### config.mk
export PLATFORM = sky130hd
export DESIGN_NAME = rv_exec_top
export DESIGN_NICKNAME = d
export VERILOG_FILES = /design/src/common/rv_exec_pkg.sv /design/src/design/rv_decode.sv /design/src/design/rv_regfile.sv /design/src/alu/rv_alu.sv /design/src/design/rv_exec_top.sv
export SDC_FILE = /design/constraint.sdc
export NUM_CORES = 2
export LEC_CHECK = 0
export BUFFER_PORTS_ARGS = -buffer_cell sky130_fd_sc_hd__buf_4
export CELL_PAD_IN_SITES_DETAIL_PLACEMENT = 1
export CELL_PAD_IN_SITES_GLOBAL_PLACEMENT = 2
export CORE_UTILIZATION = 46
export DETAILED_ROUTE_END_ITERATION = 12
export GPL_ROUTABILITY_DRIVEN = 1
export MAX_ROUTING_LAYER = met4
export PLACE_DENSITY_LB_ADDON = 0.1
export SYNTH_ARGS = -nofsm -noshare
export SYNTH_HDL_FRONTEND = slang
export SYNTH_HIERARCHICAL = 1
export SYNTH_SLANG_ARGS = --single-unit
### constraint.sdc
create_clock -name clk_i -period 8 [get_ports clk_i]
set_clock_uncertainty 0.05 [all_clocks]
set_input_delay 0.4 -clock clk_i [delete_from_list [all_inputs] [get_ports clk_i]]
set_output_delay 0.4 -clock clk_i [all_outputs]
set_load 0.05 [all_outputs]
### src/common/rv_exec_pkg.sv
package rv_exec_pkg;

    // ------------------------------------------------------------------------
    // Datapath widths
    // ------------------------------------------------------------------------

    localparam int XLEN   = 32;             // Integer register width
    localparam int REG_AW = 5;              // x0..x31

    // ------------------------------------------------------------------------
    // Major opcodes, instr[6:0]
    // ------------------------------------------------------------------------

    localparam logic [6:0] OPC_OP     = 7'b0110011;
    localparam logic [6:0] OPC_OP_IMM = 7'b0010011;
    localparam logic [6:0] OPC_LUI    = 7'b0110111;
    localparam logic [6:0] OPC_BRANCH = 7'b1100011;

    // ------------------------------------------------------------------------
    // ALU operation codes
    // ------------------------------------------------------------------------

    typedef enum logic [3:0] {
        ALU_ADD  = 4'd0,
        ALU_SUB  = 4'd1,
        ALU_SLL  = 4'd2,
        ALU_SLT  = 4'd3,
        ALU_SLTU = 4'd4,
        ALU_XOR  = 4'd5,
        ALU_SRL  = 4'd6,
        ALU_SRA  = 4'd7,
        ALU_OR   = 4'd8,
        ALU_AND  = 4'd9,
        ALU_MOV  = 4'd10                    // Passes the right operand
    } alu_op_t;

    // ------------------------------------------------------------------------
    // Compare operation codes
    // ------------------------------------------------------------------------

    // Encoded as the branch funct3 field, so the decoder can cast directly
    typedef enum logic [2:0] {
        CMP_EQ  = 3'b000,
        CMP_NE  = 3'b001,
        CMP_LT  = 3'b100,
        CMP_GE  = 3'b101,
        CMP_LTU = 3'b110,
        CMP_GEU = 3'b111
    } cmp_op_t;

endpackage

### src/design/rv_decode.sv
`timescale 1ns/10ps

module rv_decode (
    input  logic                             clk_i,
    input  logic                             rst_n_i,
    input  logic                             instr_valid_i,
    input  logic [31:0]                      instr_i,
    output logic [rv_exec_pkg::REG_AW-1:0]   rs1_addr_o,
    output logic [rv_exec_pkg::REG_AW-1:0]   rs2_addr_o,
    output rv_exec_pkg::alu_op_t             alu_op_o,
    output rv_exec_pkg::cmp_op_t             cmp_op_o,
    output logic [rv_exec_pkg::XLEN-1:0]     imm_o,
    output logic                             use_imm_o,
    output logic                             wb_valid_o,
    output logic [rv_exec_pkg::REG_AW-1:0]   wb_addr_o,
    output logic                             br_valid_o,
    output logic                             illegal_o
);

    // Instruction fields
    logic [6:0]                     opcode;
    logic [2:0]                     funct3;
    logic [6:0]                     funct7;
    logic [rv_exec_pkg::REG_AW-1:0] rd;

    // Kind of the current instruction
    logic is_wb;
    logic is_br;
    logic bad;

    assign opcode = instr_i[6:0];
    assign rd     = instr_i[11:7];
    assign funct3 = instr_i[14:12];
    assign funct7 = instr_i[31:25];

    assign rs2_addr_o = instr_i[24:20];
    assign cmp_op_o   = rv_exec_pkg::cmp_op_t'(funct3);

    // funct3 to ALU operation, alt selects SUB and SRA
    function automatic rv_exec_pkg::alu_op_t funct3_to_alu(input logic [2:0] f3,
                                                           input logic       alt);
        rv_exec_pkg::alu_op_t op;
        case (f3)
            3'b000:  op = alt ? rv_exec_pkg::ALU_SUB : rv_exec_pkg::ALU_ADD;
            3'b001:  op = rv_exec_pkg::ALU_SLL;
            3'b010:  op = rv_exec_pkg::ALU_SLT;
            3'b011:  op = rv_exec_pkg::ALU_SLTU;
            3'b100:  op = rv_exec_pkg::ALU_XOR;
            3'b101:  op = alt ? rv_exec_pkg::ALU_SRA : rv_exec_pkg::ALU_SRL;
            3'b110:  op = rv_exec_pkg::ALU_OR;
            default: op = rv_exec_pkg::ALU_AND;
        endcase
        return op;
    endfunction

    // ------------------------------------------------------------------------
    // Combinational decode
    // ------------------------------------------------------------------------

    always_comb begin
        alu_op_o   = rv_exec_pkg::ALU_ADD;
        imm_o      = {{(rv_exec_pkg::XLEN-12){instr_i[31]}}, instr_i[31:20]}; // I-type
        use_imm_o  = 1'b0;
        rs1_addr_o = instr_i[19:15];
        is_wb      = 1'b0;
        is_br      = 1'b0;
        bad        = 1'b0;

        case (opcode)
            rv_exec_pkg::OPC_OP: begin
                is_wb    = 1'b1;
                alu_op_o = funct3_to_alu(funct3, funct7[5]);
                // Only SUB and SRA accept the alternate funct7
                if (funct7 != 7'b0000000 &&
                    !(funct7 == 7'b0100000 && (funct3 == 3'b000 || funct3 == 3'b101))) begin
                    bad = 1'b1;
                end
            end
            rv_exec_pkg::OPC_OP_IMM: begin
                is_wb     = 1'b1;
                use_imm_o = 1'b1;
                if (funct3 == 3'b001 || funct3 == 3'b101) begin
                    imm_o    = {{(rv_exec_pkg::XLEN-5){1'b0}}, instr_i[24:20]}; // Shamt
                    alu_op_o = funct3_to_alu(funct3, funct7[5]);
                    if (funct7 != 7'b0000000 &&
                        !(funct7 == 7'b0100000 && funct3 == 3'b101)) begin
                        bad = 1'b1;
                    end
                end else begin
                    alu_op_o = funct3_to_alu(funct3, 1'b0); // No SUBI
                end
            end
            rv_exec_pkg::OPC_LUI: begin
                is_wb      = 1'b1;
                use_imm_o  = 1'b1;
                alu_op_o   = rv_exec_pkg::ALU_MOV;
                rs1_addr_o = '0;
                imm_o      = {instr_i[31:12], 12'b0};
            end
            rv_exec_pkg::OPC_BRANCH: begin
                is_br = 1'b1;
                if (funct3 == 3'b010 || funct3 == 3'b011) begin
                    bad = 1'b1;                  // No such condition
                end
            end
            default: begin
                bad = 1'b1;
            end
        endcase
    end

    // ------------------------------------------------------------------------
    // Writeback tag and kind flags
    // ------------------------------------------------------------------------

    always_ff @(posedge clk_i) begin
        if (!rst_n_i) begin
            wb_valid_o <= 1'b0;
            br_valid_o <= 1'b0;
            illegal_o  <= 1'b0;
        end else begin
            wb_valid_o <= instr_valid_i & is_wb & ~bad & (rd != '0);
            br_valid_o <= instr_valid_i & is_br & ~bad;
            illegal_o  <= instr_valid_i & bad;
        end
    end

    always_ff @(posedge clk_i) begin
        if (instr_valid_i) begin
            wb_addr_o <= rd;
        end
    end

endmodule

### src/design/rv_regfile.sv
`timescale 1ns/10ps

module rv_regfile (
    input  logic                           clk_i,
    input  logic                           rst_n_i,
    input  logic [rv_exec_pkg::REG_AW-1:0] rs1_addr_i,
    input  logic [rv_exec_pkg::REG_AW-1:0] rs2_addr_i,
    input  logic                           wr_en_i,
    input  logic [rv_exec_pkg::REG_AW-1:0] wr_addr_i,
    input  logic [rv_exec_pkg::XLEN-1:0]   wr_data_i,
    output logic [rv_exec_pkg::XLEN-1:0]   rs1_data_o,
    output logic [rv_exec_pkg::XLEN-1:0]   rs2_data_o
);

    // x0 has no storage
    logic [rv_exec_pkg::XLEN-1:0] regs [1:2**rv_exec_pkg::REG_AW-1];

    // Read with write-through of the pending writeback
    function automatic logic [rv_exec_pkg::XLEN-1:0] read_reg(
        input logic [rv_exec_pkg::REG_AW-1:0] addr);
        logic [rv_exec_pkg::XLEN-1:0] data;
        if (addr == '0) begin
            data = '0;
        end else if (wr_en_i && wr_addr_i == addr) begin
            data = wr_data_i;                   // Bypass
        end else begin
            data = regs[addr];
        end
        return data;
    endfunction

    always_comb begin
        rs1_data_o = read_reg(rs1_addr_i);
    end

    always_comb begin
        rs2_data_o = read_reg(rs2_addr_i);
    end

    // ------------------------------------------------------------------------
    // Write port
    // ------------------------------------------------------------------------

    always_ff @(posedge clk_i) begin
        if (!rst_n_i) begin
            for (int i = 1; i < 2**rv_exec_pkg::REG_AW; i++) begin
                regs[i] <= '0;
            end
        end else if (wr_en_i && wr_addr_i != '0) begin
            regs[wr_addr_i] <= wr_data_i;
        end
    end

endmodule

### src/alu/rv_alu.sv
`timescale 1ns/10ps

module rv_alu (
    input  logic                         clk_i,
    input  logic                         rst_n_i,
    input  logic                         clk_en_i,

    input  logic [rv_exec_pkg::XLEN-1:0] op_left_i,
    input  logic [rv_exec_pkg::XLEN-1:0] op_right_i,
    input  rv_exec_pkg::alu_op_t         op_opcode_i,
    output logic [rv_exec_pkg::XLEN-1:0] op_result_o,

    input  logic [rv_exec_pkg::XLEN-1:0] cmp_left_i,
    input  logic [rv_exec_pkg::XLEN-1:0] cmp_right_i,
    input  rv_exec_pkg::cmp_op_t         cmp_opcode_i,
    output logic                         cmp_result_o
);

    // ------------------------------------------------------------------------
    // Operation result mux
    // ------------------------------------------------------------------------

    logic [rv_exec_pkg::XLEN-1:0] result_mux;
    logic [4:0]                   shamt;        // log2(XLEN) bits
    logic                         op_lt_s;
    logic                         op_lt_u;

    assign shamt   = op_right_i[4:0];
    assign op_lt_s = $signed(op_left_i) < $signed(op_right_i);
    assign op_lt_u = op_left_i < op_right_i;

    always_comb begin
        result_mux = '0;
        case (op_opcode_i)
            rv_exec_pkg::ALU_ADD:  result_mux = op_left_i + op_right_i;
            rv_exec_pkg::ALU_SUB:  result_mux = op_left_i - op_right_i;
            rv_exec_pkg::ALU_SLL:  result_mux = op_left_i << shamt;
            rv_exec_pkg::ALU_SLT:  result_mux = {{(rv_exec_pkg::XLEN-1){1'b0}}, op_lt_s};
            rv_exec_pkg::ALU_SLTU: result_mux = {{(rv_exec_pkg::XLEN-1){1'b0}}, op_lt_u};
            rv_exec_pkg::ALU_XOR:  result_mux = op_left_i ^ op_right_i;
            rv_exec_pkg::ALU_SRL:  result_mux = op_left_i >> shamt;
            rv_exec_pkg::ALU_SRA:  result_mux = $signed(op_left_i) >>> shamt; // Keeps sign
            rv_exec_pkg::ALU_OR:   result_mux = op_left_i | op_right_i;
            rv_exec_pkg::ALU_AND:  result_mux = op_left_i & op_right_i;
            rv_exec_pkg::ALU_MOV:  result_mux = op_right_i;
            default:               result_mux = '0;
        endcase
    end

    // Result register, holds between strobes
    always_ff @(posedge clk_i) begin
        if (clk_en_i) begin
            op_result_o <= result_mux;
        end
    end

    // ------------------------------------------------------------------------
    // Branch comparator
    // ------------------------------------------------------------------------

    logic cmp_eq;
    logic cmp_lt_s;
    logic cmp_lt_u;

    assign cmp_eq   = cmp_left_i == cmp_right_i;
    assign cmp_lt_s = $signed(cmp_left_i) < $signed(cmp_right_i);
    assign cmp_lt_u = cmp_left_i < cmp_right_i;

    always_ff @(posedge clk_i) begin
        if (!rst_n_i) begin
            cmp_result_o <= 1'b0;
        end else if (clk_en_i) begin
            case (cmp_opcode_i)
                rv_exec_pkg::CMP_EQ:  cmp_result_o <= cmp_eq;
                rv_exec_pkg::CMP_NE:  cmp_result_o <= ~cmp_eq;
                rv_exec_pkg::CMP_LT:  cmp_result_o <= cmp_lt_s;
                rv_exec_pkg::CMP_GE:  cmp_result_o <= ~cmp_lt_s;
                rv_exec_pkg::CMP_LTU: cmp_result_o <= cmp_lt_u;
                rv_exec_pkg::CMP_GEU: cmp_result_o <= ~cmp_lt_u;
                default:              cmp_result_o <= 1'b0; // funct3 010/011
            endcase
        end
    end

endmodule

### src/design/rv_exec_top.sv
`timescale 1ns/10ps

module rv_exec_top (
    input  logic                           clk_i,
    input  logic                           rst_n_i,
    input  logic                           instr_valid_i,
    input  logic [31:0]                    instr_i,
    output logic                           wb_valid_o,
    output logic [rv_exec_pkg::REG_AW-1:0] wb_addr_o,
    output logic [rv_exec_pkg::XLEN-1:0]   wb_data_o,
    output logic                           br_valid_o,
    output logic                           br_taken_o,
    output logic                           illegal_o
);

    // Decode outputs
    logic [rv_exec_pkg::REG_AW-1:0] rs1_addr;
    logic [rv_exec_pkg::REG_AW-1:0] rs2_addr;
    rv_exec_pkg::alu_op_t           alu_op;
    rv_exec_pkg::cmp_op_t           cmp_op;
    logic [rv_exec_pkg::XLEN-1:0]   imm;
    logic                           use_imm;

    // Operands
    logic [rv_exec_pkg::XLEN-1:0]   rs1_data;
    logic [rv_exec_pkg::XLEN-1:0]   rs2_data;
    logic [rv_exec_pkg::XLEN-1:0]   op_right;

    assign op_right = use_imm ? imm : rs2_data;

    rv_decode u_decode (
        .clk_i         (clk_i),
        .rst_n_i       (rst_n_i),
        .instr_valid_i (instr_valid_i),
        .instr_i       (instr_i),
        .rs1_addr_o    (rs1_addr),
        .rs2_addr_o    (rs2_addr),
        .alu_op_o      (alu_op),
        .cmp_op_o      (cmp_op),
        .imm_o         (imm),
        .use_imm_o     (use_imm),
        .wb_valid_o    (wb_valid_o),
        .wb_addr_o     (wb_addr_o),
        .br_valid_o    (br_valid_o),
        .illegal_o     (illegal_o)
    );

    // Written back from the registered ALU result
    rv_regfile u_regfile (
        .clk_i      (clk_i),
        .rst_n_i    (rst_n_i),
        .rs1_addr_i (rs1_addr),
        .rs2_addr_i (rs2_addr),
        .wr_en_i    (wb_valid_o),
        .wr_addr_i  (wb_addr_o),
        .wr_data_i  (wb_data_o),
        .rs1_data_o (rs1_data),
        .rs2_data_o (rs2_data)
    );

    rv_alu u_alu (
        .clk_i        (clk_i),
        .rst_n_i      (rst_n_i),
        .clk_en_i     (instr_valid_i),      // Strobe acts as the enable
        .op_left_i    (rs1_data),
        .op_right_i   (op_right),
        .op_opcode_i  (alu_op),
        .op_result_o  (wb_data_o),
        .cmp_left_i   (rs1_data),
        .cmp_right_i  (rs2_data),
        .cmp_opcode_i (cmp_op),
        .cmp_result_o (br_taken_o)
    );

endmodule

==> flow_metrics.py <==
metrics = {
    "placement": {
        "placed_cells": 7221,
        "dp_slack_ps": 575,
        "place_congestion": 0.981,
        "dp_hpwl_um": 189000,
        "post_dp_cell_area_sq_um": 71000,
        "portBuffers": 75,
    },
    "clock_tree": {
        "cts_tree": "built",
        "cts-root-buf": "clkbuf_16",
        "clk_pin_slew_ps": 70,
        "clkLatencyLatePin_ps": 780,
        "cts_made_buffers": 120,
        "ctsHoldBuffers": 8,
        "postCtsSetupBuffers": 0,
        "cts_max_path_buffers": 3,
        "cts.sinks": 1065,
        "cts_resized": 0,
        "cts-htree-levels": 3,
    },
    "layout": {
        "area_growth_pct": 11.4,
        "fin_area_sq_um": 75000,
        "fillers": 14500,
        "regArea_sq_um": 31900,
        "final_cells": 7467,
        "multi_input_area_sq_um": 33200,
        "final_util_pct": 51.9,
        "drive_gt1_share_pct": 20.9,
        "nets": 5614,
    },
    "timing": {
        "grt_setup_unrepaired": "false",
        "tns_ps": 0,
        "post-route-period-util_pct": 92.0,
        "tightest_slew_ps": 1160,
        "hold_viol": 0,
        "clock.fmax_ghz": 0.136,
        "fin_ws_ps": 642,
        "worst_hold_slack_ps": 69.6,
        "setup_viol": 0,
        "fin_crit_ps": 7360,
        "slew_violations": 0,
        "slew_headroom_pct": 22.5,
    },
    "yosys": {
        "synth_cell_type_count": 99,
        "syn_area_sq_um": 67300,
        "synth-edff-count": 1061,
        "yosys_warnings": 6,
        "synthFlopType": "edfxtp_1",
        "yosysSeqAreaShare_pct": 47.5,
        "ys_ff_latch": 1065,
        "synth_area_per_cell_sq_um": 12.3,
        "async_flop_share_pct": 0,
        "synth_cells": 5460,
    },
    "route": {
        "antenna_left": 0,
        "remaining_drc_errors": 0,
        "dr.pass1.iters": 5,
        "post_drt_wl_per_cell_um": 40.5,
        "via_per_inst": 7.08,
        "num_vias": 52800,
        "wl_um": 302000,
        "drtIter0Drc": 7376,
    },
    "floorplan": {
        "initial_core_util_pct": 46.6,
        "core_sq_um": 144000,
        "die_height_um": 384,
        "dieArea_sq_um": 148000,
        "io_pins": 76,
        "rows": 139,
        "die_x_um": 384,
    },
    "run_status": {
        "status": "complete, no violations",
    },
    "setup_path": {
        "critPathCaptureType": "register",
        "rr_endpoint": "u_alu/op_result_o[28]",
        "rrSetupSlack_ps": 1570,
        "worst_setup_path_start_kind": "input pin",
        "reg2reg_from": "u_decode/wb_addr_o[4]",
        "critPathArrivalTime_ps": 7840,
        "critical_path_class": "in2reg",
        "cp_max_fo": 19,
        "rr_worst_depth": 18,
        "worst_ep_required_time_ps": 8480,
    },
    "pwr": {
        "switching_power_mw": 5.41,
        "switching_share_pct": 33.4,
        "peakVddDrop_mv": 0.201,
        "p_total_mw": 16.2,
        "internal-power_mw": 10.8,
        "seqPwrFrac_pct": 40.6,
        "p_per_area_nw_per_um2": 216,
        "p_leak_nw": 28.0,
        "comb_power_share_pct": 25.3,
        "clockPowerShare_pct": 34.1,
    },
    "worst_hold_path": {
        "hp-class": "in2reg",
        "min_from": "instr_i[14]",
        "whs_endpoint": "u_alu/cmp_result_o",
        "hold_path_depth": 3,
    },
    "global_route": {
        "grt_pass1_vias": 51800,
        "grt-ovfl-total": 0,
        "grt_start_max_net_pins": 80,
        "grt_pass1_wl_um": 415000,
        "grtUsageTotal_pct": 41.6,
        "antenna_found_initial": 28,
    },
    "run": {
        "cap_violations": 0,
    },
}
[worst max path at each step]
stage	cells after the start	to	from
after floorplan	25	u_alu/op_result_o[25]	instr_i[20]
after global placement	24	u_alu/op_result_o[31]	instr_i[1]
after detailed placement	24	u_alu/op_result_o[31]	instr_i[1]
after CTS	25	u_alu/op_result_o[31]	instr_i[4]
after global routing	25	u_alu/op_result_o[31]	instr_i[4]
final	25	u_alu/op_result_o[31]	instr_i[4]
[power by group through the flow]
stage / clock network [mW] / registers, mW / logic (mW)
global placement: 0 / 6.67 / 3.93
floorplan: 0 / 6.80 / 2.20
global route: 5.72 / 6.59 / 4.24
CTS: 5.55 / 6.57 / 3.98
detailed placement: 0 / 6.68 / 3.96
finish: 5.52 / 6.58 / 4.09
[cells in the mapped netlist, types with 8 or more instances]
cell type,n,area (sq um)
nand2b_1,16,100
and2_1,1003,6270
a221o_1,14,140
buf_2,93,465
o211ai_1,30,225
nand4_1,20,125
mux2_2,85,957
a21o_1,46,345
mux2i_1,346,3460
nor2_1,207,777
o22ai_1,87,544
a2111oi_0,24,210
nand3_1,33,165
xnor2_1,16,140
a21oi_1,202,1010
a22oi_1,120,901
a31oi_1,41,257
buf_6,31,349
nand3b_1,10,75.1
buf_4,23,173
nor3_1,46,230
or3_1,9,56.3
mux2_4,30,450
nor2b_1,35,219
o221ai_1,44,385
nor4_1,16,100
ha_1,129,1610
o31ai_1,16,120
clkbuf_1,359,1350
o2111ai_1,15,131
a211o_1,20,175
o21ai_0,177,886
a32o_1,33,330
a221oi_1,29,254
and3_1,33,206
inv_1,123,462
nand2_1,178,668
or4_1,8,60.1
o21bai_1,17,128
mux4_2,394,8870
a211oi_1,65,488
edfxtp_1,1061,31900
buf_1,30,113
[placed cells by master (no fill, tap or decap), types with 32 or more instances in the layout]
cell type  synthesis  final
mux2_2            85     85
a32o_1            33     33
o22ai_1           87     87
edfxtp_1        1061   1061
a31oi_1           41     40
and2_1          1003   1003
ha_1             129    129
mux4_2           394    394
a22oi_1          120    120
a211oi_1          65     63
clkinv_1           1     41
nor2_1           207    171
and3_1            33     33
nand3_1           33     33
nor2_4             0     33
nor3_1            46     43
conb_1             1     32
a21o_1            46     46
clkbuf_16          0    121
inv_1            123    123
mux2i_1          346    346
buf_4             23    347
o221ai_1          44     44
o21ai_0          177    146
a21oi_1          202    200
nand2_1          178    178
[final cells by class]
class	instances	share of cell area, %
multi-input combinational	3755	44.3
inverter	129	0.646
clock buffer	146	4.16
sequential	1065	42.6
antenna	17	0.0568
tap	1903	3.18
clock inverter	75	0.920
timing repair buffer	377	4.14
[logic make-up after synthesis]
kind of cell    after synthesis  share of synthesized area (%)
compound gates             1055                           10.8
xor+xnor                     21                          0.273
simple gates               1660                           14.1
other cells                   1                        0.00557
mux                         856                           20.4
fa+ha+maj                   131                           2.46
flops                      1065                           47.5
buf+inv                     671                           4.54
[worst max-delay path: stages]
cell and delay [ps]:
dlygate4sd3_1 560, buf_4 150, nand2b_1 220, nor3_2 120, buf_4 220, nor2b_4 470, buf_12 260, buf_4 350
mux4_2 550, mux2i_1 400, nor2_1 90, a211oi_1 560, a21oi_1 150, buf_4 220, inv_1 120, ha_1 280
a21o_1 200, and4_1 250, o31ai_1 390, o21ai_0 330, o21ai_0 720, o211ai_1 260, and3_1 240, mux2i_1 140
nand3_1 90
[flip-flops by register name, summed over array words and instances, names as in the netlist]
register / flops
u_alu/cmp_result_o: 1
u_decode/br_valid_o: 1
u_decode/wb_valid_o: 1
u_decode/illegal_o: 1
u_decode/wb_addr_o: 5
u_alu/op_result_o: 32
u_regfile/regs: 1024
[layer usage]
| metal | track usage (%) | vias up | wire length (um) |
|---|---|---|---|
| met5 | - | - | 0 |
| met2 | 61.9 | 3506 | 135000 |
| met3 | 8.77 | 924 | 32900 |
| met4 | 22.5 | 0 | 19400 |
| li1 | - | 20800 | - |
| met1 | 53.3 | 27600 | 115000 |
Power figures use the tool's default switching activity.
